<file path="src/hw/mod107_defs.svh">
`ifndef MOD107_DEFS_SVH
`define MOD107_DEFS_SVH

`default_nettype none

// operand geometry.
`define OPERAND_W   100 // operand width in bits.
`define CHUNK_W     6   // width of one chunk.
`define NUM_CHUNKS  16  // weighted chunks above chunk 0.

// fixed modulus of the reducer.
`define MODULUS     107

`default_nettype wire

`endif

</file>
<file path="src/hw/mod107_pkg.sv">
`include "mod107_defs.svh"

`default_nettype none

package mod107_pkg;

  // full operand as presented at the top level.
  typedef logic [`OPERAND_W-1:0] operand_t;

  // one 6-bit slice of the operand.
  typedef logic [`CHUNK_W-1:0] chunk_t;

  // value below the modulus, for chunk residues and the result.
  typedef logic [$clog2(`MODULUS)-1:0] residue_t;

  // sum of eight chunk residues, at most 848.
  typedef logic [9:0] partial_t;

  // folded value below twice the modulus.
  typedef logic [$clog2(2 * `MODULUS)-1:0] folded_t;

endpackage

`default_nettype wire

</file>
<file path="src/hw/partial_sum_if.sv">
`timescale 1ns/10ps
`default_nettype none

interface partial_sum_if
  import mod107_pkg::*;
();

  logic     valid;     // one cycle per operand.
  partial_t sum_a;     // residues of chunks 1 to 8.
  partial_t sum_b;     // residues of chunks 9 to 16.
  chunk_t   low_chunk; // chunk 0, weight 1.

  modport source (
    output valid,
    output sum_a,
    output sum_b,
    output low_chunk
  );

  modport sink (
    input valid,
    input sum_a,
    input sum_b,
    input low_chunk
  );

endinterface

`default_nettype wire

</file>
<file path="src/hw/chunk_residue.sv">
`include "mod107_defs.svh"

`timescale 1ns/10ps
`default_nettype none

module chunk_residue
  import mod107_pkg::*;
#(
  parameter int CHUNK_IDX = 1
) (
  input  chunk_t   chunk,
  output residue_t residue
);

  localparam int TABLE_SIZE = 2 ** `CHUNK_W; // one entry per chunk value.
  localparam int RES_W = $bits(residue_t);

  // 2^(6*idx) mod 107, built by repeated doubling.
  function automatic int chunk_weight(input int idx);
    int w;
    w = 1;
    for (int i = 0; i < idx * `CHUNK_W; i++)
    begin
      w = (w * 2) % `MODULUS;
    end
    return w;
  endfunction

  function automatic logic [TABLE_SIZE*RES_W-1:0] build_table(input int idx);
    logic [TABLE_SIZE*RES_W-1:0] tbl;
    int                          w;
    tbl = '0;
    w = chunk_weight(idx);
    for (int c = 0; c < TABLE_SIZE; c++)
    begin
      tbl[c*RES_W +: RES_W] = RES_W'((c * w) % `MODULUS); // residue of c at this weight.
    end
    return tbl;
  endfunction

  localparam logic [TABLE_SIZE*RES_W-1:0] RES_TABLE = build_table(CHUNK_IDX);

  // Plain lookup; synthesis turns the constant table into a small ROM or LUT logic.
  assign residue = RES_TABLE[chunk*RES_W +: RES_W];

endmodule

`default_nettype wire

</file>
<file path="src/hw/chunk_weigher.sv">
`include "mod107_defs.svh"

`timescale 1ns/10ps
`default_nettype none

module chunk_weigher
  import mod107_pkg::*;
(
  input  logic          clk,
  input  logic          rst_n,
  input  logic          in_valid,
  input  operand_t      in_operand,
  partial_sum_if.source ps
);

  localparam int TOP_W = `OPERAND_W - `NUM_CHUNKS * `CHUNK_W; // bits in the last chunk.
  localparam int HALF = `NUM_CHUNKS / 2;

  logic     op_valid;
  operand_t op_q;
  residue_t chunk_res [1:`NUM_CHUNKS];
  partial_t sum_a_c;
  partial_t sum_b_c;

  always_ff @(posedge clk or negedge rst_n)
  begin
    if (!rst_n)
    begin
      op_valid <= 1'b0;
      op_q     <= '0;
    end
    else
    begin
      op_valid <= in_valid;
      if (in_valid)
        op_q <= in_operand; // edge k.
    end
  end

  // one weighted table per chunk above chunk 0.
  generate
    for (genvar g = 1; g <= `NUM_CHUNKS; g++)
    begin : g_chunk
      chunk_t slice;

      if (g == `NUM_CHUNKS)
      begin : g_top
        assign slice = {{(`CHUNK_W - TOP_W){1'b0}}, op_q[`OPERAND_W-1 -: TOP_W]};
      end
      else
      begin : g_full
        assign slice = op_q[g*`CHUNK_W +: `CHUNK_W];
      end

      chunk_residue #(
        .CHUNK_IDX (g)
      ) u_chunk_residue (
        .chunk   (slice),
        .residue (chunk_res[g])
      );
    end
  endgenerate

  always_comb
  begin
    sum_a_c = '0;
    sum_b_c = '0;
    for (int j = 1; j <= HALF; j++)
    begin
      sum_a_c = sum_a_c + partial_t'(chunk_res[j]);        // chunks 1 to 8.
      sum_b_c = sum_b_c + partial_t'(chunk_res[j + HALF]); // chunks 9 to 16.
    end
  end

  always_ff @(posedge clk or negedge rst_n)
  begin
    if (!rst_n)
    begin
      ps.valid     <= 1'b0;
      ps.sum_a     <= '0;
      ps.sum_b     <= '0;
      ps.low_chunk <= '0;
    end
    else
    begin
      ps.valid <= op_valid; // edge k+1.
      if (op_valid)
      begin
        ps.sum_a     <= sum_a_c;
        ps.sum_b     <= sum_b_c;
        ps.low_chunk <= op_q[`CHUNK_W-1:0];
      end
    end
  end

endmodule

`default_nettype wire

</file>
<file path="src/hw/residue_folder.sv">
`include "mod107_defs.svh"

`timescale 1ns/10ps
`default_nettype none

module residue_folder
  import mod107_pkg::*;
(
  input  logic        clk,
  input  logic        rst_n,
  partial_sum_if.sink ps,
  output logic        fold_valid,
  output folded_t     folded
);

  localparam int FOLD_K = 128 % `MODULUS; // 2^7 mod 107, i.e. 21.

  partial_t lvl1;  // below 465.
  partial_t lvl2;  // below 254.
  partial_t lvl3;  // below 214.

  // keep bits 6:0 and replace each multiple of 128 by 21.
  function automatic partial_t fold_once(input partial_t v);
    partial_t lo;
    partial_t hi;
    lo = {3'b000, v[6:0]};
    hi = {7'b000_0000, v[9:7]};
    return lo + hi * partial_t'(FOLD_K);
  endfunction

  always_comb
  begin
    lvl1 = fold_once(ps.sum_a) + fold_once(ps.sum_b);
    lvl2 = fold_once(lvl1) + partial_t'(ps.low_chunk); // chunk 0 enters here.
    lvl3 = fold_once(lvl2);
  end

  always_ff @(posedge clk or negedge rst_n)
  begin
    if (!rst_n)
    begin
      fold_valid <= 1'b0;
      folded     <= '0;
    end
    else
    begin
      fold_valid <= ps.valid; // edge k+2.
      if (ps.valid)
        folded <= lvl3[$bits(folded_t)-1:0];
    end
  end

endmodule

`default_nettype wire

</file>
<file path="src/hw/residue_output.sv">
`include "mod107_defs.svh"

`timescale 1ns/10ps
`default_nettype none

module residue_output
  import mod107_pkg::*;
(
  input  logic     clk,
  input  logic     rst_n,
  input  logic     fold_valid,
  input  folded_t  folded,
  output logic     out_valid,
  output residue_t out_residue
);

  folded_t  reduced;
  residue_t residue_c;

  always_comb
  begin
    if (folded >= folded_t'(`MODULUS))
      reduced = folded - folded_t'(`MODULUS); // one subtraction suffices below 214.
    else
      reduced = folded;
    residue_c = reduced[$bits(residue_t)-1:0];
  end

  always_ff @(posedge clk or negedge rst_n)
  begin
    if (!rst_n)
    begin
      out_valid   <= 1'b0;
      out_residue <= '0;
    end
    else
    begin
      out_valid <= fold_valid; // edge k+3.
      if (fold_valid)
        out_residue <= residue_c;
    end
  end

endmodule

`default_nettype wire

</file>
<file path="src/hw/mod107_reducer_top.sv">
`timescale 1ns/10ps
`default_nettype none

module mod107_reducer_top
  import mod107_pkg::*;
(
  input  logic     clk,
  input  logic     rst_n,
  input  logic     in_valid,
  input  operand_t in_operand,
  output logic     out_valid,
  output residue_t out_residue
);

  partial_sum_if ps_bus ();

  logic    fold_valid;
  folded_t folded;

  chunk_weigher u_chunk_weigher (
    .clk        (clk),
    .rst_n      (rst_n),
    .in_valid   (in_valid),
    .in_operand (in_operand),
    .ps         (ps_bus.source)
  );

  residue_folder u_residue_folder (
    .clk        (clk),
    .rst_n      (rst_n),
    .ps         (ps_bus.sink),
    .fold_valid (fold_valid),
    .folded     (folded)
  );

  residue_output u_residue_output (
    .clk         (clk),
    .rst_n       (rst_n),
    .fold_valid  (fold_valid),
    .folded      (folded),
    .out_valid   (out_valid),
    .out_residue (out_residue)
  );

endmodule

`default_nettype wire

</file>
<file path="config.mk">
export PLATFORM = sky130hd
export DESIGN_NAME = mod107_reducer_top
export DESIGN_NICKNAME = d
export VERILOG_FILES = /design/src/hw/mod107_pkg.sv /design/src/hw/partial_sum_if.sv /design/src/hw/chunk_residue.sv /design/src/hw/chunk_weigher.sv /design/src/hw/residue_folder.sv /design/src/hw/residue_output.sv /design/src/hw/mod107_reducer_top.sv
export VERILOG_INCLUDE_DIRS = /design/src /design/src/hw
export SDC_FILE = /design/constraint.sdc
export NUM_CORES = 1
export LEC_CHECK = 0
export BUFFER_PORTS_ARGS = -buffer_cell sky130_fd_sc_hd__buf_2
export CAP_MARGIN = 40
export CORE_AREA = 2 2 210 212
export CTS_BUF_LIST = sky130_fd_sc_hd__clkbuf_2 sky130_fd_sc_hd__clkbuf_4 sky130_fd_sc_hd__clkbuf_8
export CTS_CLUSTER_DIAMETER = 60
export DETAILED_ROUTE_END_ITERATION = 8
export DIE_AREA = 0 0 212 214
export PLACE_DENSITY_LB_ADDON = 0.08
export SLEW_MARGIN = 15
export SYNTH_ARGS = -nofsm -noshare
export SYNTH_HDL_FRONTEND = slang
export SYNTH_SLANG_ARGS = --single-unit
export TNS_END_PERCENT = 1
</file>
<file path="constraint.sdc">
create_clock -name clk -period 7.7 [get_ports clk]
set_input_delay 1.155 -clock clk [delete_from_list [all_inputs] [get_ports clk]]
set_output_delay 1.155 -clock clk [all_outputs]
set_load 0.02 [all_outputs]
</file>
==> impl_metrics.json <==
{
  "syn_inst": 2679,
  "max-cap-violations": 0,
  "instances_no_fill": 3244,
  "grt_pass1_wl_um": 92100,
  "top_layer_used": "met4",
  "fmax_mhz": 134.3,
  "timing.rr.start": "u_chunk_weigher.ps.sum_b[7]$_DFFE_PN0P_",
  "cts.sinks": 145,
  "root_buffer": "clkbuf_8",
  "layout_commonest_cell": "o21ai_0",
  "track_usage_pct": 24.68,
  "htree_levels": 4,
  "synth-main-ff-cell": "dfrtp_1",
  "antenna_found_initial": 1,
  "critPathLaunchType": "flop",
  "viasPerCell": 5.917,
  "endpoint": "u_residue_folder.folded[7]$_DFFE_PN0P_",
  "ys_seq_elements": 145,
  "fin_nets": 3047,
  "core_area_mm2": 0.04289,
  "grt_max_degree": 98,
  "register_area_mm2": 0.003628,
  "slew_viol_final": 0,
  "wl_met3_um": 2072,
  "dieWidth_um": 212,
  "synth.yosys.seq_area_share_pct": 17.01,
  "cts_buffers": 17,
  "period_needed_ps": 7445,
  "wl_met2_um": 26090,
  "cts_tree": "yes",
  "multi_input_area_mm2": 0.01624,
  "port_buffers": 110,
  "reg2reg_slack_ps": 250,
  "drt-met1-wl_um": 25580,
  "vias": 19200,
  "required_ps": 8160,
  "min_period_over_period_pct": 96.69,
  "ioPinCount": 111,
  "hold_viol_final": 0,
  "wl_per_cell_um": 17.04,
  "status": "finished clean",
  "worst_skew_pair.late_latency_ps": 570,
  "endpoint_kind": "flop",
  "gp_congestion": 0.8725,
  "dp_hpwl_um": 40720,
  "ys_warn_count": 0,
  "most-common-layout-cells": "o21ai_0 (267), nand2_1 (232), a21oi_1 (215)",
  "start_util_pct": 49.74,
  "cp-startpoint": "u_chunk_weigher.ps.sum_b[7]$_DFFE_PN0P_",
  "hold_buffers": 0,
  "synth_cell_types": 75,
  "fin_skew_ps": 16.94,
  "min_path_type": "reg2reg",
  "cp_slowest_cell": "dfrtp_1",
  "drc": 0,
  "syn_avg_cell_area_um2": 7.963,
  "overflow": 0,
  "reg2reg_depth": 32,
  "fin_area_mm2": 0.02281,
  "first_global_vias": 18140,
  "clock_path_buffers": 2,
  "wirelength_um": 55280,
  "slowest_delay_ps": 410,
  "detail-route-antenna-nets": 0,
  "arrival_ps": 7900,
  "cp_common_cell": "ha_1",
  "std_cell_rows": 76,
  "first_pass_iters": 5,
  "cp_max_fo": 3,
  "async_flop_share_pct": 100.0,
  "dieHeight_um": 214,
  "fillers": 4030,
  "maxSlewHeadroom_pct": 40.46,
  "path_clk_slew_ps": 100,
  "critPathKind": "reg2reg",
  "die-area_mm2": 0.04537,
  "hp-start": "u_chunk_weigher.op_q[5]$_DFFE_PN0P_",
  "r2r_end": "u_residue_folder.folded[7]$_DFFE_PN0P_",
  "final_layout_size_suffix_gt1_share_pct": 13.05,
  "placed_cells": 3195,
  "setup_viol": 0,
  "worstMarginPinSlew_ps": 893.1,
  "whs_ps": 514.8,
  "drt_iter0_markers": 1547,
  "synth-edff-count": 0,
  "areaGrowthSynthToFinish_pct": 6.927,
  "synth_area_mm2": 0.02133,
  "placed_area_mm2": 0.02207
}
==> sequential cells by signal, summed over array words and instances, names as in the netlist <==
signal,cells
u_chunk_weigher.op_q,100
u_chunk_weigher.op_valid,1
u_chunk_weigher.ps.low_chunk,6
u_chunk_weigher.ps.sum_a,10
u_chunk_weigher.ps.sum_b,10
u_chunk_weigher.ps.valid,1
u_residue_folder.fold_valid,1
u_residue_folder.folded,8
u_residue_output.out_residue,7
u_residue_output.out_valid,1
==> synth_stat cells (43+ instances only) <==
cell      instances  area [um2]
xnor2_1          47       411.6
dfrtp_1         145        3628
nor2_1          194       728.2
nor3_1           58       290.3
clkbuf_1         94       352.8
o211ai_1         50       375.4
a21oi_1         224        1121
inv_1           185       694.4
buf_2            79       395.4
fa_1             82        1642
nand2_1         232       870.8
a211oi_1         57       427.9
nand2b_1         55       344.1
mux2i_1          50       500.5
a21o_1           43       322.8
o21ai_0         271        1356
mux2_2           87       979.7
nor2b_1          56       350.3
ha_1            217        2715
==> per-layer routing <==
| layer | vias to the layer above | track usage [%] |
|---|---|---|
| met2 | 459 | 39.66 |
| met4 | 0 | 8.920 |
| li1 | 9555 | - |
| met3 | 82 | 3.416 |
| met5 | - | 0 |
| met1 | 9100 | 33.80 |
==> area by class of cell <==
class                   count  area share (%)
repair buffers            153           4.745
well taps                 585           3.209
multi-input cells        2133           71.18
inverters                 195           3.209
clock inverters            15          0.7131
diodes                      1         0.01097
clock buffers              17           1.026
flip-flops and latches    145           15.91
==> metrics by stage <==
stage | setup TNS (ps) | worst slack [ps] | utilization [%]
5_1_grt | -25.61 | -25.61 | 53.19
6_report | 0 | 254.5 | 53.19
4_1_cts | 0 | 10.48 | 52.50
2_1_floorplan | 0 | 374.3 | -
3_5_place_dp | -730.9 | -462.6 | 51.45
3_3_place_gp | -83.11 | -83.11 | 50.93
==> worst max-delay path, delay by kind of cell (launching register included) <==
| family | cells | cell delay, ps |
|---|---|---|
| and+or+nand+nor | 4 | 590 |
| buffers and inverters | 1 | 150 |
| AOI/OAI and AO/OA | 15 | 2810 |
| xor gates and xnor gates | 1 | 120 |
| DFF | 1 | 410 |
| adders and majority gates | 11 | 3250 |
==> worst min-delay path by stage <==
stage | endpoint | slack (ps) | cells after the start
2_1_floorplan | u_residue_output.out_valid$_DFF_PN0_ | 420 | 0
3_3_place_gp | u_chunk_weigher.ps.low_chunk[1]$_DFFE_PN0P_ | 480 | 2
5_1_grt | u_chunk_weigher.ps.low_chunk[1]$_DFFE_PN0P_ | 530 | 2
3_5_place_dp | u_chunk_weigher.ps.low_chunk[1]$_DFFE_PN0P_ | 470 | 2
4_1_cts | u_chunk_weigher.op_q[41]$_DFFE_PN0P_ | 480 | 1
6_report | u_chunk_weigher.op_q[5]$_DFFE_PN0P_ | 510 | 1
==> cell families after synthesis <==
logic type | count (synthesis) | share of synthesized area (%)
other | 1 | 0.01758
XOR/XNOR | 68 | 2.792
flip-flops | 145 | 17.01
buffers and inverters | 402 | 7.754
adder cells (fa/ha/maj) | 301 | 20.52
AO/OA/AOI/OAI | 889 | 25.98
AND/OR/NAND/NOR | 701 | 15.30
multiplexers | 172 | 10.63
==> timing repair <==
| action | 4_1_cts | 5_1_grt |
|---|---|---|
| pin swaps | 1 | 20 |
| endpoints found under the hold margin | 0 | 0 |
| gates resized for setup | 14 | 20 |
| buffers inserted | 0 | 10 |
| endpoints found under the setup margin | 3 | 4 |
Power is not shown: default switching activity piles up to over one toggle a cycle in this logic, so the estimate is an artifact.
